<file path="config.mk">
export PLATFORM = sky130hd
export DESIGN_NAME = bus_arbiter
export DESIGN_NICKNAME = d
export VERILOG_FILES = /design/src/rtl/mem_pkg.sv /design/src/rtl/bus_arbiter.sv
export SDC_FILE = /design/constraint.sdc
export NUM_CORES = 1
export LEC_CHECK = 0
export BUFFER_PORTS_ARGS = -buffer_cell sky130_fd_sc_hd__buf_2
export CAP_MARGIN = 15
export CORE_AREA = 2 2 170 172
export CTS_CLUSTER_DIAMETER = 50
export DETAILED_ROUTE_END_ITERATION = 12
export DIE_AREA = 0 0 172 174
export SETUP_SLACK_MARGIN = 0.2
export SYNTH_ARGS = -nofsm -noshare
export SYNTH_HDL_FRONTEND = slang
export SYNTH_SLANG_ARGS = --single-unit
</file>
<file path="constraint.sdc">
create_clock -name clk -period 4 [get_ports clk]
set_clock_uncertainty 0.2 [all_clocks]
set_input_delay 1.2 -clock clk [delete_from_list [all_inputs] [get_ports clk]]
set_output_delay 1.2 -clock clk [all_outputs]
set_load 0.005 [all_outputs]
</file>
<file path="src/rtl/mem_pkg.sv">
// shared types for the memory subsystem
// address, data, strobe, operation and response types
// lsu request and response structs
// single-beat axi-lite style bus request and response structs
`default_nettype none

package mem_pkg;

	typedef logic [31:0] addr_t;
	typedef logic [31:0] data_t;
	typedef logic [3:0]  strb_t;
	typedef logic [2:0]  mem_op_t;
	typedef logic [1:0]  resp_t;

	// load kinds
	localparam mem_op_t OP_LB  = 3'd0;
	localparam mem_op_t OP_LBU = 3'd1;
	localparam mem_op_t OP_LH  = 3'd2;
	localparam mem_op_t OP_LHU = 3'd3;
	localparam mem_op_t OP_LW  = 3'd4;
	// store kinds, told apart from loads by the write flag
	localparam mem_op_t OP_SB  = 3'd0;
	localparam mem_op_t OP_SH  = 3'd2;
	localparam mem_op_t OP_SW  = 3'd4;

	localparam resp_t RESP_OKAY   = 2'd0;
	localparam resp_t RESP_SLVERR = 2'd2;

	typedef struct packed {
		logic    write;
		addr_t   addr;
		data_t   data;
		mem_op_t op;
	} lsu_req_t;

	typedef struct packed {
		data_t data;
		logic  err;
	} lsu_rsp_t;

	// master to slave
	typedef struct packed {
		logic  arvalid;
		addr_t araddr;
		logic  awvalid;
		addr_t awaddr;
		logic  wvalid;
		data_t wdata;
		strb_t wstrb;
		logic  rready;
		logic  bready;
	} bus_req_t;

	// slave to master
	typedef struct packed {
		logic  arready;
		logic  rvalid;
		data_t rdata;
		resp_t rresp;
		logic  awready;
		logic  wready;
		logic  bvalid;
		resp_t bresp;
	} bus_rsp_t;

endpackage

`default_nettype wire

</file>
<file path="src/rtl/bus_arbiter.sv">
// round-robin arbiter for the shared bus
// grant held from address request to the closing r or b handshake
// losing master sees its request masked and a zero response
`timescale 1ns/1ps
`default_nettype none

module bus_arbiter (
	input  wire logic               clk,
	input  wire logic               reset,
	input  wire mem_pkg::bus_req_t  lsu_bus_req,
	output mem_pkg::bus_rsp_t       lsu_bus_rsp,
	input  wire mem_pkg::bus_req_t  fetch_bus_req,
	output mem_pkg::bus_rsp_t       fetch_bus_rsp,
	output mem_pkg::bus_req_t       mem_bus_req,
	input  wire mem_pkg::bus_rsp_t  mem_bus_rsp
);

	// one-hot grant, bit 0 lsu, bit 1 fetch
	logic [1:0] gnt;
	logic       last_fetch;

	logic       lsu_want;
	logic       fetch_want;
	logic [1:0] pick;
	logic [1:0] sel;
	logic       xfer_done;

	always_comb begin
		lsu_want   = lsu_bus_req.arvalid | lsu_bus_req.awvalid;
		fetch_want = fetch_bus_req.arvalid | fetch_bus_req.awvalid;
		// on a tie favour whoever did not win last time
		if (lsu_want && fetch_want) begin
			pick = last_fetch ? 2'b01 : 2'b10;
		end else begin
			pick = {fetch_want, lsu_want};
		end
		// idle bus routes the new winner straight through
		sel = (gnt != 2'b00) ? gnt : pick;
	end

	always_comb begin
		mem_bus_req   = '0;
		lsu_bus_rsp   = '0;
		fetch_bus_rsp = '0;
		if (sel[0]) begin
			mem_bus_req = lsu_bus_req;
			lsu_bus_rsp = mem_bus_rsp;
		end else if (sel[1]) begin
			mem_bus_req   = fetch_bus_req;
			fetch_bus_rsp = mem_bus_rsp;
		end
	end

	assign xfer_done = (mem_bus_rsp.rvalid && mem_bus_req.rready) ||
		(mem_bus_rsp.bvalid && mem_bus_req.bready);

	always_ff @(posedge clk) begin
		if (reset) begin
			gnt        <= 2'b00;
			last_fetch <= 1'b0;
		end else if (gnt != 2'b00) begin
			if (xfer_done) begin
				gnt <= 2'b00;
			end
		end else if (pick != 2'b00) begin
			gnt        <= pick;
			last_fetch <= pick[1];
		end
	end

endmodule

`default_nettype wire

</file>
==> flow_summary.toml <==
[run_status]
outcome = "finished, final reports clean"

[yosys]
synthFlopType = "dfxtp_1"
syn_area_per_cell_sq_um = 8.453
yosysMostFrequentCell = "a22o_1"
synthArstFlopShare_pct = 0
synth_area_leaders = "a22o_1 45%, and2_1 25%, buf_6 8.3%, buf_12 7.8%, dfxtp_1 2.9%"
synth_top_area_cell = "a22o_1"
synth_common_cells = "105 x a22o_1, 82 x and2_1, 15 x buf_6"
ys_types = 24
ys_seq_area_share_pct = 2.936
ys_ff_latch = 3
synth_edf_count = 0
synthCells = 242
syn_nets = 495
syn_area_sq_mm = 0.002046
synth_top_area_share_pct = 44.95
yosys_warnings = 0

[clock_tree]
clk_latency_ps = 220
htree_num_levels = 1
cts_root_buf = "clkbuf_16"
clkSinkCount = 3
cts_tree = "built"
cts_buffers = 3
clkSlewWorstSetupHoldPaths_ps = 30
cts_hold_buf = 0
clockBufferDepth = 2

[power_and_ir_drop]
ir_drop_mv = 0.5469
p_per_area_mw_per_mm2 = 408.3
leakagePower_nw = 3.071

[critical_path]
cp.required_ps = 2600
crit_type = "primary input to output port"
r2r_slack_ps = 2070
r2r_cells = 7
cp.arrival_ps = 2510
r2r_start = "gnt[0]"
path_max_fanout = 19
crit_path_start = "lsu_bus_req[104]"
cp-start-kind = "primary input"
timing.rr.end = "gnt[1]"
cp-end-kind = "output port"

[worst_hold_path]
whs_path_depth = 2
hold_class = "flop to flop"
min_to = "gnt[1]"
hold_start = "gnt[1]"

[sta]
max_freq_mhz = 255.7
period_minus_slack_ps = 3911
worst_pin_slew_ps = 338.7
final-setup-viol-count = 0
fin_crit_sh_pct = 97.77
hold_ws_ps = 385.8
maxSlewViolCount = 0
slew_headroom_pct = 77.39
hold_violations = 0
grt_setup_unrepaired = "true"

[placement]
io_buffers = 439
placedCellCount = 1054
place.gp.congestion = 0.8028
dpl.hpwl_um = 13550

[route]
drtIter0Drc = 211
antenna_left = 0
detail_route.wl_per_cell_um = 16.26
vias = 3920
drt-vias-per-instance = 3.633
drt_wl_total_um = 17540
drtPass1Iterations = 4
drc = 0

[global_route]
grt_pass1_vias = 3627
grt_first_pass_wirelength_um = 21830
overflow = 0
antenna_found_initial = 1
grt_use_total_pct = 9.580
grt_max_degree = 80

[floorplan]
initial_utilization_pct = 7.245
dieWidth_um = 172
die_y_um = 174
placementRows = 62
die-area_sq_mm = 0.02993
ios = 440
core_area_sq_mm = 0.02824

[finish]
instances_no_fill = 1079
drive_gt1_share_pct = 73.05
nets = 948
synthToLayoutAreaGrowth_pct = 160.1

[flow_run]
drv_cap = 0
==> flip-flops by register name, summed over array words and instances (netlist names) <==
signal      flops
gnt             2
last_fetch      1
==> power breakdown <==
group | switching (W) | leakage [nW] | internal, W | total [W]
clock | 0.0000233 | 0.0382 | 0.000131 | 0.000155
sequential | 0.0000117 | 0.0249 | 0.0000368 | 0.0000484
combinational | 0.000845 | 3.01 | 0.00113 | 0.00197
==> metrics by stage <==
step | total power, W | setup slack [ps] | cell area [sq um] | setup TNS [ps] | util, %
2_1_floorplan | 0.0009436 | 484.3 | 2046 | 0 | -
3_3_place_gp | 0.001566 | 7.508 | 4571 | 0 | 16.19
3_5_place_dp | 0.001578 | -8.131 | 4571 | -14.97 | 16.19
4_1_cts | 0.002027 | 32.77 | 5052 | 0 | 17.89
5_1_grt | 0.002335 | 47.32 | 5319 | 0 | 18.84
6_report | 0.002173 | 89.23 | 5321 | 0 | 18.85
==> worst max-delay path: stages <==
cell	delay [ps]
buf_8	100
buf_4	140
o221ai_4	200
nand2b_4	120
buf_12	160
buf_12	150
a22o_1	270
buf_2	140
==> logic make-up after synthesis <==
logic type | Yosys count | synth area share [%]
AOI/OAI and AO/OA | 114 | 48.87
DFF | 3 | 2.936
buffers and inverters | 32 | 19.82
and+or+nand+nor | 93 | 28.38
==> cell usage in the layout (no fill, tap or decap), drive strengths merged <==
| master | count |
|---|---|
| o21a | 1 |
| diode | 1 |
| o31ai | 1 |
| nand3b | 1 |
| a22o | 105 |
| a22oi | 1 |
| and2 | 82 |
| clkbuf | 9 |
| nor2 | 3 |
| dfxtp | 3 |
| nand4b | 1 |
| bufbuf | 1 |
| o21ai | 2 |
| o32ai | 1 |
| buf | 474 |
| o221ai | 1 |
| and3 | 1 |
| nand2b | 3 |
| a21oi | 2 |
| nand2 | 1 |
| nor4 | 1 |
==> final cells by class <==
| cell class | instances | area, sq um |
|---|---|---|
| fillers | 3227 | 22920 |
| flip-flops and latches | 3 | 60.06 |
| diodes | 1 | 2.502 |
| clock buffers | 4 | 78.83 |
| repair buffers | 480 | 3037 |
| well taps | 384 | 480.5 |
| multi-input cells | 207 | 1663 |
==> worst max-delay path by stage <==
stage                            to  slack [ps]  cells after the start
finish              mem_bus_req[24]          90                      8
global route        mem_bus_req[80]          50                      8
detailed placement  mem_bus_req[43]          -8                      7
floorplan           mem_bus_req[10]         480                      5
CTS                 mem_bus_req[24]          30                      8
global placement    mem_bus_req[46]           8                      7
==> per-layer routing <==
layer / GRT usage (%) / routed length, um
met1: 12.43 / 7496
met2: 17.30 / 8462
met3: 1.434 / 1471
met4: 0.7003 / 111
met5: 0 / 0
==> what timing repair did <==
| item | in CTS | in global routing |
|---|---|---|
| pin swaps | 22 | 8 |
| gates cloned | 5 | 6 |
| setup endpoints to repair | 155 | 184 |
| buffers inserted | 7 | 2 |
| resized for setup | 50 | 24 |
No activity file was read; power rests on OpenSTA's default activity.
