## config.mk

```make
export PLATFORM = sky130hd
export DESIGN_NAME = load_store_unit
export DESIGN_NICKNAME = d
export VERILOG_FILES = /design/src/rtl/mem_pkg.sv /design/src/rtl/load_store_unit.sv
export SDC_FILE = /design/constraint.sdc
export NUM_CORES = 1
export LEC_CHECK = 0
export ABC_AREA = 1
export ABC_CLOCK_PERIOD_IN_PS = 9660
export BUFFER_PORTS_ARGS = -buffer_cell sky130_fd_sc_hd__buf_2
export CAP_MARGIN = 20
export CORE_MARGIN = 1
export CORE_UTILIZATION = 52
export CTS_CLUSTER_DIAMETER = 40
export DETAILED_ROUTE_END_ITERATION = 6
export GPL_ROUTABILITY_DRIVEN = 0
export PLACE_DENSITY = 0.86
export SETUP_SLACK_MARGIN = 0.2
export SYNTH_ARGS = -nofsm -noshare
export SYNTH_HDL_FRONTEND = slang
export SYNTH_SLANG_ARGS = --single-unit
```

## constraint.sdc

```tcl
create_clock -name clk -period 9.66 [get_ports clk]
set_input_delay 0.966 -clock clk [delete_from_list [all_inputs] [get_ports clk]]
set_output_delay 0.966 -clock clk [all_outputs]
set_load 0.05 [all_outputs]
```

## src/rtl/mem_pkg.sv

```systemverilog
// shared types for the memory subsystem
// address, data, strobe, operation and response types
// lsu request and response structs
// single-beat axi-lite style bus request and response structs
`default_nettype none

package mem_pkg;

	typedef logic [31:0] addr_t;
	typedef logic [31:0] data_t;
	typedef logic [3:0]  strb_t;
	typedef logic [2:0]  mem_op_t;
	typedef logic [1:0]  resp_t;

	// load kinds
	localparam mem_op_t OP_LB  = 3'd0;
	localparam mem_op_t OP_LBU = 3'd1;
	localparam mem_op_t OP_LH  = 3'd2;
	localparam mem_op_t OP_LHU = 3'd3;
	localparam mem_op_t OP_LW  = 3'd4;
	// store kinds, told apart from loads by the write flag
	localparam mem_op_t OP_SB  = 3'd0;
	localparam mem_op_t OP_SH  = 3'd2;
	localparam mem_op_t OP_SW  = 3'd4;

	localparam resp_t RESP_OKAY   = 2'd0;
	localparam resp_t RESP_SLVERR = 2'd2;

	typedef struct packed {
		logic    write;
		addr_t   addr;
		data_t   data;
		mem_op_t op;
	} lsu_req_t;

	typedef struct packed {
		data_t data;
		logic  err;
	} lsu_rsp_t;

	// master to slave
	typedef struct packed {
		logic  arvalid;
		addr_t araddr;
		logic  awvalid;
		addr_t awaddr;
		logic  wvalid;
		data_t wdata;
		strb_t wstrb;
		logic  rready;
		logic  bready;
	} bus_req_t;

	// slave to master
	typedef struct packed {
		logic  arready;
		logic  rvalid;
		data_t rdata;
		resp_t rresp;
		logic  awready;
		logic  wready;
		logic  bvalid;
		resp_t bresp;
	} bus_rsp_t;

endpackage

`default_nettype wire

```

## src/rtl/load_store_unit.sv

```systemverilog
// load/store unit for the memory stage
// request latch and bus access FSM
// word-aligned bus address, shifted store data and byte strobes
// load data alignment with sign or zero extension
`timescale 1ns/1ps
`default_nettype none

module load_store_unit (
	input  wire logic               clk,
	input  wire logic               reset,
	input  wire logic               req_valid,
	output logic                    req_ready,
	input  wire mem_pkg::lsu_req_t  req,
	output logic                    rsp_valid,
	input  wire logic               rsp_ready,
	output mem_pkg::lsu_rsp_t       rsp,
	output mem_pkg::bus_req_t       bus_req,
	input  wire mem_pkg::bus_rsp_t  bus_rsp
);

	import mem_pkg::*;

	typedef enum logic [2:0] {
		IDLE,
		LOCK,
		READ_ADDR,
		READ_DATA,
		WRITE_ADDR,
		WRITE_RESP,
		DONE
	} state_t;

	state_t   state;
	lsu_req_t req_q;
	data_t    rdata_q;
	resp_t    resp_q;
	logic     arvalid_q;
	logic     awvalid_q;
	logic     wvalid_q;
	logic     rready_q;
	logic     bready_q;

	logic [1:0] offset;
	strb_t      size_strb;
	data_t      load_shifted;
	data_t      load_ext;

	always_ff @(posedge clk) begin
		if (reset) begin
			state     <= IDLE;
			req_ready <= 1'b1;
			rsp_valid <= 1'b0;
			arvalid_q <= 1'b0;
			awvalid_q <= 1'b0;
			wvalid_q  <= 1'b0;
			rready_q  <= 1'b0;
			bready_q  <= 1'b0;
		end else begin
			case (state)
				IDLE: begin
					if (req_valid && req_ready) begin
						req_q     <= req;
						req_ready <= 1'b0;
						state     <= LOCK;
					end
				end
				// latched request starts the address phase
				LOCK: begin
					if (req_q.write) begin
						awvalid_q <= 1'b1;
						wvalid_q  <= 1'b1;
						state     <= WRITE_ADDR;
					end else begin
						arvalid_q <= 1'b1;
						state     <= READ_ADDR;
					end
				end
				READ_ADDR: begin
					if (bus_rsp.arready) begin
						arvalid_q <= 1'b0;
						rready_q  <= 1'b1;
						state     <= READ_DATA;
					end
				end
				READ_DATA: begin
					if (bus_rsp.rvalid) begin
						rready_q  <= 1'b0;
						rdata_q   <= bus_rsp.rdata;
						resp_q    <= bus_rsp.rresp;
						rsp_valid <= 1'b1;
						state     <= DONE;
					end
				end
				// slave takes address and data together
				WRITE_ADDR: begin
					if (bus_rsp.awready && bus_rsp.wready) begin
						awvalid_q <= 1'b0;
						wvalid_q  <= 1'b0;
						bready_q  <= 1'b1;
						state     <= WRITE_RESP;
					end
				end
				WRITE_RESP: begin
					if (bus_rsp.bvalid) begin
						bready_q  <= 1'b0;
						rdata_q   <= '0;
						resp_q    <= bus_rsp.bresp;
						rsp_valid <= 1'b1;
						state     <= DONE;
					end
				end
				DONE: begin
					if (rsp_ready) begin
						rsp_valid <= 1'b0;
						req_ready <= 1'b1;
						state     <= IDLE;
					end
				end
				default: state <= IDLE;
			endcase
		end
	end

	// byte offset inside the word
	assign offset = req_q.addr[1:0];

	always_comb begin
		case (req_q.op[2:1])
			2'b00:   size_strb = 4'b0001;
			2'b01:   size_strb = 4'b0011;
			default: size_strb = 4'b1111;
		endcase
	end

	always_comb begin
		bus_req         = '0;
		bus_req.arvalid = arvalid_q;
		bus_req.araddr  = {req_q.addr[31:2], 2'b00};
		bus_req.awvalid = awvalid_q;
		bus_req.awaddr  = {req_q.addr[31:2], 2'b00};
		bus_req.wvalid  = wvalid_q;
		bus_req.wdata   = req_q.data << {offset, 3'b000};
		bus_req.wstrb   = size_strb << offset;
		bus_req.rready  = rready_q;
		bus_req.bready  = bready_q;
	end

	// move the addressed byte or halfword down to bit 0
	assign load_shifted = rdata_q >> {offset, 3'b000};

	always_comb begin
		case (req_q.op)
			OP_LB:   load_ext = {{24{load_shifted[7]}}, load_shifted[7:0]};
			OP_LBU:  load_ext = {24'b0, load_shifted[7:0]};
			OP_LH:   load_ext = {{16{load_shifted[15]}}, load_shifted[15:0]};
			OP_LHU:  load_ext = {16'b0, load_shifted[15:0]};
			default: load_ext = load_shifted;
		endcase
	end

	always_comb begin
		rsp.err  = (resp_q != RESP_OKAY);
		rsp.data = (rsp.err || req_q.write) ? '0 : load_ext;
	end

endmodule

`default_nettype wire

```

==> results.cfg, run 1 <==
[die]
rows = 38
initial_core_util_pct = 53.8
die_area_sq_um = 11700
die_w_um = 108
core_sq_um = 10900
io_pins = 253
chipHeight_um = 108

[timing]
max_freq_mhz = 275
finalMaxSlewViolations = 0
tns_ps = 0
setup_viol = 0
timing.final.crit_period_ps = 3640
clock_skew_ps = 4.20
rsz0062_at_grt = no
hold_violations = 0
period_share_pct = 37.7
worstMarginPinSlew_ps = 854
relSlewSlack_pct = 43.1
holdWs_ps = 471

[worst_setup_path]
cp-start-kind = flop
cp_data_required_time_ps = 8690
ff2ff_path_depth = 8
arrival_ps = 2670
r2r_start = state[1]
critPathCapture = rsp[18]
reg2reg_slack_ps = 7270
path_max_fanout = 54
crit_path_cell_trace = buf_4, inv_2, nand3_1, nand3_4, nand2_4, nor2_8, nor2_1, buf_2
crit_type = flop to output port
r2r_end = rdata_q[15]
worstSetupStartpoint = offset[1]
slowest_delay_ps = 400
path_depth = 8
crit_buf_inv = 3
critical_path.top_delay_family = simple AND/OR/NAND/NOR gates
crit_path_end_kind = output port
critPathSlowestCell = inv_2

[clock_network]
clock_path_buffers = 2
worstSkewPairLatency_ps = 370
cts-hold-fix-buffers = 0
cts_sinks = 111
clockRootBuffer = clkbuf_8
numCtsBuffers = 9
post_cts_buffers = 0
clk_pin_slew_ps = 110
htreeDepth = 3
cts_resized = 0
tritoncts = done

[yosys]
synthArstFlopShare_pct = 0
ys_seq_elements = 111
synth.distinct_cells = 32
synth_ff_type = edfxtp_1
syn_inst = 623
synth_commonest_cells = nand2_1, edfxtp_1, buf_4, nor2_1, inv_1
syn_area_per_cell_sq_um = 9.41
synth_top_area_share_pct = 52.3
yosysTopAreaCell = edfxtp_1
synth.area.top_cells = edfxtp_1, nand2_1, buf_4
synth_most_common_cell = nand2_1
netlist_area_sq_um = 5860
ys_seq_area_share_pct = 55.3
ys.warnings.count = 0
synth-edff-count = 102

[route]
wirelength_um = 13900
route.detailed.drc = 0
drtAntennaViolNets = 0
dr.pass1.iters = 5
viasPerCell = 5.07
drtIter0Drc = 291
via_count = 4744
routedWlPerCell_um = 14.8

[cells_and_area]
drive_gt1_share_pct = 36.5
n_antenna_cell = 0
final_util_pct = 62.9
nets = 903
area_growth_syn_to_layout_pct = 16.9

[pwr]
p_leak_nw = 3.26
cellPowerDensity_nw_per_um2 = 213
peakVddDrop_mv = 0.181

[min_path]
hold_depth = 2
min_path_type = flop to flop

[global_routing]
grt_pass1_vias = 4353
grt_max_degree = 69
grt_pass1_wl_um = 20900
track_usage_pct = 23.8
grt_antenna_before_repair = 0
grt_overflow = 0

[flow_run]
drv_cap = 0

[status]
status = finished clean

[place]
port_buffers = 248
hpwl_um = 10200
per-layer routing:
layer / vias up / GRT usage [%] / part of all wire, %
met5: - / 0 / 0
met4: 0 / 9.78 / 2.2
met3: 29 / 7.41 / 8.6
met2: 228 / 38.9 / 49
met1: 2164 / 29.2 / 40
li1: 2323 / - / -
cell families after synthesis:
| group | after synthesis | synth area share (%) |
|---|---|---|
| and+or+nand+nor | 240 | 18.1 |
| buffers and inverters | 163 | 15.8 |
| AOI/OAI and AO/OA | 108 | 10.7 |
| other | 1 | 0.0640 |
| DFF | 111 | 55.3 |
cell usage in the layout, fill, tap and decap left out, types with 3 or more instances in the layout:
cell	Yosys	routed
a31oi_1	7	7
clkinv_8	0	3
conb_1	1	4
edfxtp_1	102	102
buf_2	20	248
buf_4	71	6
inv_1	58	58
o32ai_1	8	8
a22oi_1	9	9
clkbuf_8	0	9
nand3_1	15	15
inv_2	3	3
nor2_1	62	60
nor2_4	10	11
o21ai_0	39	39
nand2_1	144	144
a21oi_1	34	34
o22ai_1	7	7
dfxtp_1	9	9
worst min-delay path, delay by kind of cell, from the launching register on:
kind / cells / cell delay, ps
simple gates: 1 / 60
compound gates: 1 / 50
flops: 1 / 330
flip-flops by register name, summed over array words and instances (netlist names), 2 cells and up:
signal   count
req_q       36
offset       2
rdata_q     32
state        3
bus_req     30
resp_q       2
how the worst min path moves through the flow:
stage / end / from / slack, ps
2_1_floorplan: bready_q / bready_q / 430
3_3_place_gp: rsp_valid / rsp_valid / 440
3_5_place_dp: rready_q / rready_q / 460
4_1_cts: rready_q / rready_q / 480
5_1_grt: rsp_valid / rsp_valid / 500
6_report: rready_q / rready_q / 470
stage by stage:
stage / setup slack, ps / power [mW] / std cells / area (sq um)
finish: 6020 / 1.46 / 935 / 6850
global route: 5860 / 1.52 / 935 / 6850
CTS: 6030 / 1.46 / 935 / 6850
detailed placement: 6460 / 1.19 / 919 / 6650
global placement: 6550 / 1.18 / 919 / 6650
floorplan: 5220 / 1.11 / 626 / 5870
power by group:
| group | internal, mW | switching (mW) | leakage [nW] |
|---|---|---|---|
| Sequential | 0.601 | 0.0364 | 1.00 |
| Combinational | 0.123 | 0.422 | 2.16 |
| Clock | 0.102 | 0.173 | 0.102 |
| Total | 0.826 | 0.632 | 3.26 |
layout make-up:
class                      instances  area [sq um]
multi-input combinational        352          1710
tap                              140           175
inverter                          62           233
fill                             940          4040
timing repair buffer             254          1290
clock buffer                       9           124
sequential                       111          3240
clock inverter                     7          80.1
Note: power is estimated with default switching activity, not from simulation.
==> inputs of run 2 (changes only) <==
Settings changed: ABC_CLOCK_PERIOD_IN_PS 9660 to 3400, CORE_UTILIZATION 52 to 48, PLACE_DENSITY 0.86 to 0.81.
Clock period 9.66 ns to 3.4 ns, I/O delays scaled along.
==> results.cfg, run 2 (same netlist as run 1, synthesis figures left out) <==
[cells_and_area]
largest_register_ffs = 36
layoutNonFillerInstCount = 941
nets = 906
largest_register = req_q
multi_input_area_sq_um = 1710
seqCellArea_sq_um = 3240
final_common_cell = buf_2
area_growth_syn_to_layout_pct = 19.0
layout_common_cells = buf_2, nand2_1, edfxtp_1, nor2_1, inv_1
drive_gt1_share_pct = 36.7
fillers = 1010
n_antenna_cell = 0

[die]
chipHeight_um = 112
io_pins = 253
core_sq_um = 11700
initial_core_util_pct = 50.3
die_w_um = 112
rows = 39
die_area_sq_um = 12700

[timing]
setup_ws_ps = 698
worstMarginPinSlew_ps = 762
relSlewSlack_pct = 49.2
max_freq_mhz = 370
holdWs_ps = 159
timing.final.crit_period_ps = 2700
tns_ps = 0
setup_viol = 0
hold_violations = 0
period_share_pct = 79.5
finalMaxSlewViolations = 0
rsz0062_at_grt = no
clock_skew_ps = 8.11

[worst_setup_path]
reg2reg_slack_ps = 1260
crit_path_end_kind = output port
r2r_start = state[2]
slowest_delay_ps = 850
cp-start-kind = flop
path_max_fanout = 23
cp_data_required_time_ps = 3060
crit_type = flop to output port
r2r_end = resp_q[1]
critPathSlowestCell = edfxtp_1
arrival_ps = 2360
ff2ff_path_depth = 7
crit_path_cell_trace = nand2_1, nand3_4, nand2_4, nor2_8, nor2_1, buf_2

[place]
place_inst = 925
hpwl_um = 10800
port_buffers = 248
pre_cts_ws_ps = 1050

[global_routing]
track_usage_pct = 22.5
grt_overflow = 0
grt_pass1_vias = 4368
grt_max_degree = 53
grt_pass1_wl_um = 21600
grt_antenna_before_repair = 1

[min_path]
hp-start = req[64]
holdPathEnd = bus_req[68]
hold_depth = 1
min_path_type = primary input to flop

[clock_network]
cts_resized = 0
numCtsBuffers = 9
tritoncts = done
htreeDepth = 3
clk_pin_slew_ps = 80
cts-hold-fix-buffers = 0
post_cts_buffers = 0
worstSkewPairLatency_ps = 350
cts_sinks = 111
clockRootBuffer = clkbuf_16
clock_path_buffers = 2

[route]
routedWlPerCell_um = 15.2
drtAntennaViolNets = 0
drtIter0Drc = 472
dr.pass1.iters = 7
route.detailed.drc = 0
viasPerCell = 5.19
via_count = 4883
wirelength_um = 14300

[pwr]
p_total_mw = 4.38
p_leak_nw = 3.32
peakVddDrop_mv = 0.296
cellPowerDensity_nw_per_um2 = 628

[status]
status = finished clean

[flow_run]
drv_cap = 0
## run 2: changes by cell type in the layout (fill, tap and decap cells not counted), sizes merged
cell	previous run	this run
clkinv	7	3
clkinvlp	0	1
inv	62	65
buf	254	257
## run 2: worst max-delay path by stage
stage,startpoint,end,cells past startpoint
after global placement,offset[1],rsp[20],6
final,offset[1],rsp[18],6
after detailed placement,offset[1],rsp[18],6
after CTS,offset[1],rsp[18],6
after global routing,offset[1],rsp[11],7
after floorplan,req_ready,bus_req[41],2
## run 2: metal layers
metal | routed length [um] | track usage [%] | up-vias | share of wire, %
met5 | 0 | 0 | - | 0
met4 | 291 | 7.56 | 0 | 2.0
met3 | 1270 | 6.26 | 35 | 8.9
met2 | 7380 | 40.5 | 274 | 52
met1 | 5350 | 25.6 | 2245 | 37
li1 | - | - | 2329 | -
## run 2: stage by stage
step | utilization, % | cell area (sq um)
2_1_floorplan | - | 5870
3_3_place_gp | 57.3 | 6690
3_5_place_dp | 57.3 | 6690
4_1_cts | 59.8 | 6980
5_1_grt | 59.8 | 6980
6_report | 59.8 | 6980
## run 2: final cells by class
type / count / area share, %
sequential: 111 / 46.5
multi-input combinational: 352 / 24.5
timing repair buffer: 257 / 18.9
inverter: 62 / 3.34
clock buffer: 9 / 3.23
tap: 143 / 2.57
clock inverter: 7 / 0.897
## run 2: report_power, final
group / internal (mW) / total [mW] / switching, mW / leakage [nW]
logic: 0.361 / 1.55 / 1.19 / 2.17
clock network: 0.514 / 1.02 / 0.507 / 0.139
registers: 1.70 / 1.81 / 0.107 / 1.00
total: 2.58 / 4.38 / 1.81 / 3.32
## run 2: critical path, delay by kind of cell (launching register included)
kind | cells | cell delay [ps]
and+or+nand+nor | 5 | 930
DFF | 1 | 850
buffers and inverters | 1 | 220
==> inputs of run 3 (changes only) <==
Settings changed: ABC_CLOCK_PERIOD_IN_PS 3400 to 2700.
Clock period 3.4 ns to 2.7 ns, I/O delays scaled along.
==> results.cfg, run 3 (same netlist as run 1, synthesis figures left out) <==
[route]
drtAntennaViolNets = 0
wirelength_um = 14000
route.detailed.drc = 0
via_count = 4773
dr.pass1.iters = 5
routedWlPerCell_um = 14.8
drtIter0Drc = 340
viasPerCell = 5.03

[worst_setup_path]
path_max_fanout = 16
crit_type = flop to output port
cp-start-kind = flop
arrival_ps = 2130
cp_data_required_time_ps = 2430
crit_path_end_kind = output port

[global_routing]
grt_overflow = 0
grt_pass1_wl_um = 22200
grt_pass1_vias = 4488
grt_antenna_before_repair = 2
track_usage_pct = 22.9
grt_max_degree = 41

[timing]
setup_viol = 0
setup_ws_ps = 298
hold_violations = 0
relSlewSlack_pct = 66.1
timing.final.crit_period_ps = 2400
max_freq_mhz = 416
clock_skew_ps = 6.94
period_share_pct = 89.0
finalMaxSlewViolations = 0
worstMarginPinSlew_ps = 508
rsz0062_at_grt = yes
tns_ps = 0

[clock_network]
tritoncts = done
clockRootBuffer = clkbuf_16
worstSkewPairLatency_ps = 340
cts-hold-fix-buffers = 0
htreeDepth = 3
clk_pin_slew_ps = 80
cts_sinks = 111
numCtsBuffers = 9
clock_path_buffers = 2

[cells_and_area]
fillers = 1001
area_growth_syn_to_layout_pct = 20.3
largest_register_ffs = 36
seqCellArea_sq_um = 3240
nets = 913
final_common_cell = buf_2
layout_common_cells = buf_2, nand2_1, edfxtp_1, nor2_1, inv_1
largest_register = req_q
multi_input_area_sq_um = 1710
drive_gt1_share_pct = 37.4

[die]
chipHeight_um = 112
rows = 39
die_w_um = 112
io_pins = 253
initial_core_util_pct = 50.3
die_area_sq_um = 12700
core_sq_um = 11700

[status]
status = finished clean

[pwr]
cellPowerDensity_nw_per_um2 = 783
peakVddDrop_mv = 0.440
p_leak_nw = 3.36
p_total_mw = 5.52

[place]
port_buffers = 248
pre_cts_ws_ps = 557
hpwl_um = 10700

[min_path]
min_path_type = primary input to flop

[flow_run]
drv_cap = 0
-- run 3: final cells by class --
type / count / area share [%]
Inverter: 62 / 3.34
Tap cell: 143 / 2.54
Clock inverter: 7 / 0.763
Antenna cell: 1 / 0.0355
Sequential cell: 111 / 46.0
Timing Repair Buffer: 264 / 19.8
Clock buffer: 9 / 3.19
Multi-Input combinational cell: 352 / 24.3
-- run 3: worst paths after layout --
check | end | slack, ps | from | cells past startpoint
worst max-delay path | rsp[18] | 300 | offset[0] | 7
worst min-delay path | req_q[32] | 100 | req[32] | 1
worst max register to register | rdata_q[5] | 590 | state[2] | 7
worst min register to register | rready_q | 460 | rready_q | 2
-- run 3: where the power goes --
part | internal, mW | total [mW] | switching [mW]
Combinational | 0.480 | 1.99 | 1.51
Sequential | 2.15 | 2.27 | 0.125
Clock | 0.637 | 1.25 | 0.615
-- run 3: critical path: stages, from the launching register on --
cell,delay (ps)
edfxtp_1,520
buf_4,250
o211ai_1,310
a21oi_4,120
nor2_8,170
buf_4,170
nor2_1,40
buf_2,210
-- run 3: per-layer routing --
metal  vias up  global-route usage (%)  part of all wire, %
met4         2                    7.64                  1.6
met2       264                    42.1                   53
li1       2344                       -                    -
met1      2142                    26.3                   38
met5         -                       0                 0.12
met3        21                    4.91                  7.5
-- run 3: repair_timing --
item | in CTS | in global routing
endpoints found under the setup margin | 2 | 19
gates resized for setup | 0 | 5
pin swaps | 1 | 1
setup buffers | 0 | 3
-- run 3: stage by stage --
step | cell area [sq um] | util [%] | std cells | hold slack, ps
floorplan | 5880 | - | 626 | 339
global placement | 6710 | 57.5 | 929 | 438
detailed placement | 6710 | 57.5 | 929 | 448
CTS | 6990 | 59.9 | 945 | 87.9
global route | 7050 | 60.5 | 949 | 75.6
finish | 7050 | 60.5 | 949 | 99.1
