<file path="config.mk">
export PLATFORM = sky130hd
export DESIGN_NAME = fetch_port
export DESIGN_NICKNAME = d
export VERILOG_FILES = /design/src/rtl/mem_pkg.sv /design/src/rtl/fetch_port.sv
export SDC_FILE = /design/constraint.sdc
export NUM_CORES = 1
export LEC_CHECK = 0
export ABC_AREA = 1
export BUFFER_PORTS_ARGS = -buffer_cell sky130_fd_sc_hd__buf_2
export CAP_MARGIN = 10
export CORE_ASPECT_RATIO = 1.5
export CORE_MARGIN = 2
export CORE_UTILIZATION = 42
export DETAILED_ROUTE_END_ITERATION = 10
export GPL_ROUTABILITY_DRIVEN = 0
export HOLD_SLACK_MARGIN = 0.08
export PLACE_DENSITY = 0.83
export SYNTH_ARGS = -nofsm -noshare
export SYNTH_HDL_FRONTEND = slang
export SYNTH_SLANG_ARGS = --single-unit
</file>
<file path="constraint.sdc">
create_clock -name clk -period 3.5 [get_ports clk]
set_input_delay 0.35 -clock clk [delete_from_list [all_inputs] [get_ports clk]]
set_output_delay 0.35 -clock clk [all_outputs]
set_load 0.01 [all_outputs]
</file>
<file path="src/rtl/mem_pkg.sv">
// shared types for the memory subsystem
// address, data, strobe, operation and response types
// lsu request and response structs
// single-beat axi-lite style bus request and response structs
`default_nettype none

package mem_pkg;

	typedef logic [31:0] addr_t;
	typedef logic [31:0] data_t;
	typedef logic [3:0]  strb_t;
	typedef logic [2:0]  mem_op_t;
	typedef logic [1:0]  resp_t;

	// load kinds
	localparam mem_op_t OP_LB  = 3'd0;
	localparam mem_op_t OP_LBU = 3'd1;
	localparam mem_op_t OP_LH  = 3'd2;
	localparam mem_op_t OP_LHU = 3'd3;
	localparam mem_op_t OP_LW  = 3'd4;
	// store kinds, told apart from loads by the write flag
	localparam mem_op_t OP_SB  = 3'd0;
	localparam mem_op_t OP_SH  = 3'd2;
	localparam mem_op_t OP_SW  = 3'd4;

	localparam resp_t RESP_OKAY   = 2'd0;
	localparam resp_t RESP_SLVERR = 2'd2;

	typedef struct packed {
		logic    write;
		addr_t   addr;
		data_t   data;
		mem_op_t op;
	} lsu_req_t;

	typedef struct packed {
		data_t data;
		logic  err;
	} lsu_rsp_t;

	// master to slave
	typedef struct packed {
		logic  arvalid;
		addr_t araddr;
		logic  awvalid;
		addr_t awaddr;
		logic  wvalid;
		data_t wdata;
		strb_t wstrb;
		logic  rready;
		logic  bready;
	} bus_req_t;

	// slave to master
	typedef struct packed {
		logic  arready;
		logic  rvalid;
		data_t rdata;
		resp_t rresp;
		logic  awready;
		logic  wready;
		logic  bvalid;
		resp_t bresp;
	} bus_rsp_t;

endpackage

`default_nettype wire

</file>
<file path="src/rtl/fetch_port.sv">
// instruction fetch bus master
// reads one aligned word per request, returns it with an error flag
`timescale 1ns/1ps
`default_nettype none

module fetch_port (
	input  wire logic               clk,
	input  wire logic               reset,
	input  wire logic               fetch_valid,
	output logic                    fetch_ready,
	input  wire mem_pkg::addr_t     fetch_pc,
	output logic                    instr_valid,
	input  wire logic               instr_ready,
	output mem_pkg::data_t          instr,
	output logic                    instr_err,
	output mem_pkg::bus_req_t       bus_req,
	input  wire mem_pkg::bus_rsp_t  bus_rsp
);

	import mem_pkg::*;

	typedef enum logic [1:0] {
		IDLE,
		ADDR,
		DATA,
		DONE
	} state_t;

	state_t state;
	addr_t  pc_q;
	logic   arvalid_q;
	logic   rready_q;

	always_ff @(posedge clk) begin
		if (reset) begin
			state       <= IDLE;
			fetch_ready <= 1'b1;
			instr_valid <= 1'b0;
			arvalid_q   <= 1'b0;
			rready_q    <= 1'b0;
		end else begin
			case (state)
				IDLE: begin
					if (fetch_valid && fetch_ready) begin
						// word aligned fetch address
						pc_q        <= {fetch_pc[31:2], 2'b00};
						fetch_ready <= 1'b0;
						arvalid_q   <= 1'b1;
						state       <= ADDR;
					end
				end
				ADDR: begin
					if (bus_rsp.arready) begin
						arvalid_q <= 1'b0;
						rready_q  <= 1'b1;
						state     <= DATA;
					end
				end
				DATA: begin
					if (bus_rsp.rvalid) begin
						rready_q    <= 1'b0;
						instr_err   <= (bus_rsp.rresp != RESP_OKAY);
						instr       <= (bus_rsp.rresp != RESP_OKAY) ? '0 : bus_rsp.rdata;
						instr_valid <= 1'b1;
						state       <= DONE;
					end
				end
				DONE: begin
					if (instr_ready) begin
						instr_valid <= 1'b0;
						fetch_ready <= 1'b1;
						state       <= IDLE;
					end
				end
				default: state <= IDLE;
			endcase
		end
	end

	// read only master, write channels stay quiet
	always_comb begin
		bus_req         = '0;
		bus_req.arvalid = arvalid_q;
		bus_req.araddr  = pc_q;
		bus_req.rready  = rready_q;
	end

endmodule

`default_nettype wire

</file>
==> impl_metrics.csv, run 1 <==
group,metric,value,unit
status,status,"finished clean",
grt,antenna_found_initial,0,
synthesis,async_reset_ff_frac,0,
sta,setup-tns-final,0,ns
worst_setup_path,path_class,"reg2reg",
synthesis,yosys.area_share.adder,0.0265,
synthesis,ys_ff_latch,69,
finish,layout.cells.non_filler,520,
cts,clock_sinks,69,
pwr,power_frac_comb,0.184,
floorplan,rows,39,
cts,cts_htree_levels,3,
cts,cts_hold_buf,0,
sta,finalMaxSlewViolations,0,
synthesis,synth_top_area_share,0.572,
synthesis,synth-compound-area-share,0.00870,
floorplan,start_util,0.435,
finish,layout_common_cells,"136 x buf_2, 73 x conb_1, 63 x edfxtp_1",
finish,areaGrowthSynthToFinish,23.5,%
floorplan,core_area,7610,µm²
worst_setup_path,critPathMaxFanout,34,
routing,drt_iter0_markers,95,
grt,grtUsageTotal,0.145,
finish,utilization,0.537,
routing,wl,6.29,mm
place,post-place-cells,504,
sta,tightest_slew,0.971,ns
synthesis,synth_top_family_by_area,"buffers and inverters",
worst_setup_path,reg2regPathDepth,4,
worst_setup_path,cp.arrival,1.92,ns
worst_setup_path,critPathTopFamily,"simple AND/OR/NAND/NOR gates",
finish,drive_above_1_share,0.445,
grt,grt_max_degree,35,
finish,final_common_cell,"buf_2",
sta,min_period,1.97,ns
sta,setup_viol,0,
worst_setup_path,r2r_start,"state[0]$_SDFFE_PP0P_",
cts,cts_buffers,9,
sta,maxSlewHeadroom,0.351,
worst_setup_path,cp-start-kind,"flop",
routing,vias_per_cell,3.99,
sta,whs,0.197,ns
finish,finalNetCount,497,
worst_setup_path,critical-path-max-stage-delay,0.73,ns
synthesis,syn_area,3310,µm²
grt,grt_pass1_vias,1935,
hold_path,hold_path.class,"in2reg",
cts,clockRootBuffer,"clkbuf_16",
routing,firstDrtPassIters,5,
worst_setup_path,cp-startpoint,"state[0]$_SDFFE_PP0P_",
routing,routedWlPerCell,12.1,µm
floorplan,die_h,113,µm
synthesis,synth.distinct_cells,20,
worst_setup_path,rrSetupSlack,1.53,ns
floorplan,die_w,76.5,µm
place,portBuffers,136,
grt,grt.overflow.total,0,
sta,rsz0062_at_grt,"no",
worst_setup_path,cp.required,3.44,ns
sta,finalHoldViolations,0,
cts,clk_pin_slew,0.06,ns
pwr,switching_power,0.000654,W
cts,post_cts_buffers,0,
flow_run,drv_cap,0,
synthesis,syn_area_per_cell,12.2,µm²
routing,drtAntennaViolNets,0,
pwr,p_leak,1.99,nW
floorplan,dieArea,8620,µm²
worst_setup_path,crit_cells,4,
synthesis,yosys.area_share.simple,0.117,
synthesis,yosysWarnings,0,
finish,fillers,663,
worst_setup_path,setup.worst_path.end_class,"flop",
place,place_hpwl,4.90,mm
cts,clk_latency,0.33,ns
worst_setup_path,r2r_end,"instr[17]$_SDFFCE_PP0P_",
routing,dr_total_vias,2074,
pwr,ir_drop,0.275,mV
pwr,power_density,581,nW/µm²
cts,clk_path_buf_depth,2,
synthesis,synth.area.mux_share,0,
synthesis,synth_edf_count,63,
sta,fin_skew,0.00703,ns
worst_setup_path,crit_chain,"inv_1 > ha_1 > nand2_1 > nor2_4",
synthesis,synthXorXnorAreaFrac,0,
grt,grt_pass1_wl,9.10,mm
sta,max_freq,507,MHz
pwr,p_int,0.00172,W
worst_setup_path,cp-endpoint,"instr[17]$_SDFFCE_PP0P_",
pwr,sw_frac_of_total,0.276,
synthesis,dominantRegCellSynth,"edfxtp_1",
synthesis,yosysSeqAreaShare,0.608,
routing,remaining_drc_errors,0,
synthesis,yosys-top-cells-area,"edfxtp_1 57%, buf_4 17%, inv_1 5.0%",
cts,cts.repair.resized,0,
finish,n_antenna_cell,0,
floorplan,io_pins,217,
pwr,power_frac_clock,0.374,
pwr,pwr-share-seq,0.442,
sta,timing.final.crit_share,0.564,
worst_setup_path,path_buf_inv,1,
cts,cts_tree,"built",
synthesis,synth_cells,271,
worst_setup_path,slowest_stage,"nor2_4",
synthesis,yosysTopAreaCell,"edfxtp_1",
## power groups by stage
stage | combinational, W | sequential (W) | clock (W)
global placement | 0.000422 | 0.00106 | 0
finish | 0.000438 | 0.00105 | 0.000887
CTS | 0.000442 | 0.00105 | 0.000910
detailed placement | 0.000442 | 0.00107 | 0
global route | 0.000491 | 0.00106 | 0.000940
floorplan | 0.000303 | 0.00111 | 0
## synthesized netlist by cell type (2+ instances only)
cell type,count
nand2_1,19
edfxtp_1,63
nor2_1,11
o21ai_0,2
buf_4,75
nor2_2,19
dfxtp_1,6
ha_1,7
nand3_1,4
nor2_4,11
buf_8,2
inv_1,44
## layer usage
layer	track usage	up-vias	part of all wire
met1	0.133	889	0.32
met5	0	-	0
li1	-	990	-
met2	0.259	180	0.49
met4	0.0873	0	0.035
met3	0.0662	15	0.15
## stage by stage
step                setup WS [ns]  total power, W  area, µm²
CTS                          1.47         0.00240       4090
global route                 1.37         0.00249       4090
finish                       1.53         0.00237       4090
detailed placement           1.49         0.00151       3790
floorplan                   0.955         0.00141       3580
global placement             1.59         0.00148       3790
## flip-flops by register name, summed over array words and instances (netlist names)
register	count
arvalid_q	1
fetch_ready	1
instr	32
instr_err	1
instr_valid	1
pc_q	30
rready_q	1
state	2
## area by class of cell
class	instances	area [µm²]	area share
timing repair buffer	138	696	0.170
inverter	44	165	0.0404
clock inverter	7	73.8	0.0181
tap	102	128	0.0312
clock buffer	9	225	0.0551
multi-input combinational	151	788	0.193
sequential	69	2010	0.492
## kinds of logic after synthesis
kind of cell | Yosys count
buffers and inverters | 123
DFF | 69
and+or+nand+nor | 66
adders and majority gates | 7
AOI/OAI and AO/OA | 5
other | 1
## worst min path at each step
stage                             startpoint                       end  slack (ns)  cells past startpoint
floorplan                              reset    arvalid_q$_SDFFE_PP0P_        0.42                      1
global placement    instr_valid$_SDFFE_PP0P_  instr_valid$_SDFFE_PP0P_        0.45                      2
detailed placement  instr_valid$_SDFFE_PP0P_  instr_valid$_SDFFE_PP0P_        0.46                      2
CTS                             fetch_pc[23]        pc_q[23]$_DFFE_PP_        0.19                      1
global route                    fetch_pc[23]        pc_q[23]$_DFFE_PP_        0.18                      1
finish                           fetch_pc[8]         pc_q[8]$_DFFE_PP_        0.20                      1
(Power assumes the default switching activity.)
==> run 2: changes to the inputs <==
Clock period 3.5 ns to 1.9 ns, I/O delays scaled along.
==> impl_metrics.csv, run 2 (same netlist as run 1, synthesis figures left out) <==
group,metric,value,unit
sta,min_period,1.54,ns
worst_setup_path,setup.worst_path.end_class,"flop",
sta,setup-tns-final,0,ns
worst_setup_path,r2r_start,"state[0]$_SDFFE_PP0P_",
sta,whs,0.152,ns
place,portBuffers,136,
floorplan,die_w,76.5,µm
sta,fin_skew,0.00267,ns
cts,cts.repair.resized,0,
finish,max_flop_register,"instr",
routing,routedWlPerCell,12.8,µm
sta,timing.final.crit_share,0.809,
cts,cts_hold_buf,30,
worst_setup_path,rrSetupSlack,0.36,ns
cts,post_cts_buffers,0,
grt,grtUsageTotal,0.163,
sta,setup_viol,0,
floorplan,dieArea,8620,µm²
worst_setup_path,cp-start-kind,"flop",
routing,vias_per_cell,4.06,
pwr,p_int,0.00308,W
status,status,"finished clean",
worst_setup_path,critPathMaxFanout,20,
worst_setup_path,r2r_end,"instr[11]$_SDFFCE_PP0P_",
cts,clockRootBuffer,"clkbuf_16",
finish,drive_above_1_share,0.418,
cts,clock_sinks,69,
worst_setup_path,cp.arrival,1.53,ns
finish,fillers,620,
finish,finalNetCount,529,
sta,tightest_slew,0.675,ns
cts,cts_htree_levels,3,
pwr,power_frac_clock,0.340,
routing,dr_total_vias,2243,
sta,finalHoldViolations,0,
finish,areaGrowthSynthToFinish,32.6,%
pwr,switching_power,0.00121,W
worst_setup_path,cp-endpoint,"instr[11]$_SDFFCE_PP0P_",
finish,final_common_cell,"buf_2",
sta,rsz0062_at_grt,"no",
finish,reg_top3,"instr: 32 flops, pc_q: 30 flops, state: 2 flops",
cts,cts_buffers,9,
sta,max_freq,651,MHz
floorplan,rows,39,
routing,drt_iter0_markers,126,
finish,n_antenna_cell,0,
worst_setup_path,cp-startpoint,"state[0]$_SDFFE_PP0P_",
routing,drtAntennaViolNets,0,
finish,layout_common_cells,"136 x buf_2, 73 x conb_1, 63 x edfxtp_1",
pwr,power_frac_comb,0.207,
pwr,pwr-share-seq,0.452,
cts,cts_tree,"built",
routing,wl,7.07,mm
sta,finalMaxSlewViolations,0,
flow_run,drv_cap,0,
pwr,ir_drop,0.598,mV
place,place_hpwl,4.74,mm
floorplan,die_h,113,µm
floorplan,core_area,7610,µm²
cts,clk_pin_slew,0.05,ns
routing,remaining_drc_errors,0,
cts,clk_path_buf_depth,2,
cts,clk_latency,0.31,ns
grt,antenna_found_initial,0,
worst_setup_path,reg2regPathDepth,5,
grt,grt_max_degree,34,
grt,grt.overflow.total,0,
grt,grt_pass1_wl,10.8,mm
floorplan,start_util,0.435,
worst_setup_path,cp.required,1.89,ns
floorplan,io_pins,217,
hold_path,hold_path.class,"in2reg",
sta,maxSlewHeadroom,0.550,
pwr,sw_frac_of_total,0.282,
finish,largest_reg_flops,32,
pwr,p_leak,2.11,nW
grt,grt_pass1_vias,2164,
routing,firstDrtPassIters,4,
worst_setup_path,path_class,"reg2reg",
pwr,power_density,976,nW/µm²
## run 2: area by class of cell
class	instances	area [µm²]	area share
Clock inverter	7	42.5	0.00969
Clock buffer	9	225	0.0513
Timing Repair Buffer	170	1020	0.233
Sequential cell	69	2010	0.458
Multi-Input combinational cell	151	793	0.181
Tap cell	102	128	0.0291
Inverter	44	165	0.0376
## run 2: power by group through the flow
stage	registers [W]	logic, W	clock network, W
final	0.00194	0.000889	0.00146
after global routing	0.00195	0.000972	0.00156
after CTS	0.00193	0.000887	0.00148
after detailed placement	0.00196	0.000835	0
after global placement	0.00195	0.000800	0
after floorplan	0.00204	0.000567	0
## run 2: through the flow
step	utilization	instance area (µm²)	total power [W]	instances	setup WS [ns]
floorplan	-	3590	0.00260	343	0.265
global placement	0.502	3820	0.00275	506	0.440
detailed placement	0.502	3820	0.00280	506	0.379
CTS	0.577	4390	0.00430	552	0.370
global route	0.577	4390	0.00449	552	0.287
finish	0.577	4390	0.00429	552	0.364
## run 2: how the worst min path moves through the flow
stage | slack [ns] | endpoint | startpoint | depth (start not counted)
floorplan | 0.26 | arvalid_q$_SDFFE_PP0P_ | reset | 1
global placement | 0.37 | pc_q[9]$_DFFE_PP_ | fetch_pc[9] | 1
detailed placement | 0.37 | pc_q[6]$_DFFE_PP_ | fetch_pc[6] | 1
CTS | 0.13 | arvalid_q$_SDFFE_PP0P_ | reset | 2
global route | 0.15 | arvalid_q$_SDFFE_PP0P_ | reset | 2
finish | 0.15 | rready_q$_SDFFE_PP0P_ | bus_rsp[40] | 3
## run 2: critical path: stages, from the launching register on
cell     delay (ns)
dfxtp_1        0.35
inv_1          0.14
ha_1           0.21
nand2_1        0.12
nor2_4         0.10
buf_4          0.28
## run 2: layer usage
layer,track usage,part of all wire,up-vias,routed length (µm)
met5,0,0,-,0
met4,0.0630,0.012,0,85
met3,0.0574,0.11,6,797
met2,0.302,0.50,168,3540
met1,0.168,0.37,1018,2640
li1,-,-,1051,-
==> run 3: changes to the inputs <==
Settings changed: CORE_UTILIZATION 42 to 38, PLACE_DENSITY 0.83 to 0.79.
Clock period 1.9 ns to 1.4 ns, I/O delays scaled along.
==> impl_metrics.csv, run 3 (same netlist as run 1, synthesis figures left out) <==
group,metric,value,unit
status,status,"finished clean",
finish,fillers,701,
grt,grt_pass1_wl,9.98,mm
finish,seqCellArea,2020,µm²
worst_setup_path,critical-path-max-stage-delay,0.37,ns
worst_setup_path,critPathMaxFanout,30,
cts,cts_tree,"built",
grt,grt.overflow.total,0,
finish,max_flop_register,"instr",
sta,whs,0.0997,ns
finish,finalNetCount,530,
routing,remaining_drc_errors,0,
finish,utilization,0.540,
worst_setup_path,path_class,"reg2reg",
finish,areaGrowthSynthToFinish,37.2,%
routing,firstDrtPassIters,4,
worst_setup_path,r2r_start,"state[1]$_SDFFE_PP0P_",
hold_path,whs_path_depth,2,
hold_path,min_from,"reset",
routing,vias_per_cell,4.03,
cts,cts_buffers,9,
sta,setup-tns-final,0,ns
routing,wl,6.99,mm
grt,grt_max_degree,31,
finish,final_common_cell,"buf_2",
worst_setup_path,rrSetupSlack,0.06,ns
pwr,power_density,1400,nW/µm²
sta,setup_viol,0,
cts,cts_htree_levels,3,
worst_setup_path,crit_chain,"inv_4 > ha_4 > nand3_4 > nor2_4 > buf_12",
pwr,p_leak,2.17,nW
finish,layout.cells.non_filler,558,
cts,clock_sinks,69,
place,post-place-cells,512,
floorplan,rows,41,
cts,clk_pin_slew,0.06,ns
finish,drive_above_1_share,0.439,
flow_run,drv_cap,0,
worst_setup_path,cp-start-kind,"flop",
pwr,ir_drop,0.705,mV
finish,reg_top3,"instr: 32 flops, pc_q: 30 flops, state: 2 flops",
cts,post_cts_buffers,0,
hold_path,holdPathEnd,"arvalid_q$_SDFFE_PP0P_",
sta,fin_skew,0.00556,ns
finish,n_antenna_cell,0,
sta,min_period,1.34,ns
routing,drtAntennaViolNets,0,
floorplan,die_w,80.2,µm
finish,multi_input_area,838,µm²
sta,max_freq,747,MHz
routing,drt_iter0_markers,58,
worst_setup_path,reg2regPathDepth,5,
grt,grtUsageTotal,0.145,
floorplan,core_area,8410,µm²
place,portBuffers,136,
worst_setup_path,cp.arrival,1.36,ns
floorplan,die_h,118,µm
floorplan,start_util,0.393,
worst_setup_path,slowest_stage,"dfxtp_4",
sta,timing.final.crit_share,0.956,
finish,layout_common_cells,"136 x buf_2, 73 x conb_1, 63 x edfxtp_1",
worst_setup_path,setup.worst_path.end_class,"flop",
sta,rsz0062_at_grt,"no",
routing,routedWlPerCell,12.5,µm
routing,dr_total_vias,2250,
cts,clk_latency,0.32,ns
worst_setup_path,cp.required,1.42,ns
worst_setup_path,r2r_end,"pc_q[14]$_DFFE_PP_",
floorplan,dieArea,9490,µm²
floorplan,io_pins,217,
hold_path,hold_path.class,"in2reg",
grt,antenna_found_initial,0,
cts,clockRootBuffer,"clkbuf_16",
sta,finalHoldViolations,0,
sta,finalMaxSlewViolations,0,
grt,grt_pass1_vias,2131,
place,place_hpwl,4.89,mm
finish,largest_reg_flops,32,
cts,clk_path_buf_depth,2,
==> run 3: stage by stage <==
stage | setup WS [ns] | cell area (µm²) | total power [W]
after floorplan | -0.138 | 3650 | 0.00365
after global placement | 0.112 | 3920 | 0.00387
after detailed placement | 0.0789 | 3920 | 0.00392
after CTS | 0.0621 | 4540 | 0.00641
after global routing | 0.00485 | 4540 | 0.00668
final | 0.0616 | 4540 | 0.00634
==> run 3: final cells by class <==
type	count	share of cell area
sequential	69	0.445
clock inverter	7	0.0218
tap	107	0.0295
inverter	44	0.0375
clock buffer	9	0.0496
multi-input combinational	151	0.185
timing repair buffer	171	0.233
==> run 3: worst max path at each step <==
stage / start / end / slack [ns] / cells past startpoint
floorplan: state[0]$_SDFFE_PP0P_ / instr[0]$_SDFFCE_PP0P_ / -0.14 / 4
global placement: state[1]$_SDFFE_PP0P_ / pc_q[30]$_DFFE_PP_ / 0.11 / 5
detailed placement: state[1]$_SDFFE_PP0P_ / pc_q[24]$_DFFE_PP_ / 0.08 / 5
CTS: state[1]$_SDFFE_PP0P_ / pc_q[14]$_DFFE_PP_ / 0.06 / 5
global route: state[1]$_SDFFE_PP0P_ / pc_q[14]$_DFFE_PP_ / 0.005 / 5
finish: state[1]$_SDFFE_PP0P_ / pc_q[14]$_DFFE_PP_ / 0.06 / 5
==> run 3: what timing repair did <==
item	4_1_cts	5_1_grt
hold buffers	30	0
endpoints found under the hold margin	30	0
resized for setup	0	0
==> run 3: report_power, final <==
group,switching [W],internal [W],total (W)
registers,0.000122,0.00255,0.00267
logic,0.000761,0.000528,0.00129
clock network,0.000822,0.00157,0.00239
total,0.00171,0.00464,0.00634
==> run 3: routing by layer <==
layer	share of wire	GRT usage	wire length, µm
met5	0	0	0
met4	0.023	0.0731	163
met3	0.12	0.0443	858
met2	0.53	0.282	3700
met1	0.32	0.124	2270
==> run 3: worst max-delay path: cells and delay by family, from the launching register on <==
kind | cells | cell delay [ns]
buffers and inverters | 2 | 0.27
flip-flops | 1 | 0.37
adder cells (fa/ha/maj) | 1 | 0.15
AND/OR/NAND/NOR | 2 | 0.21
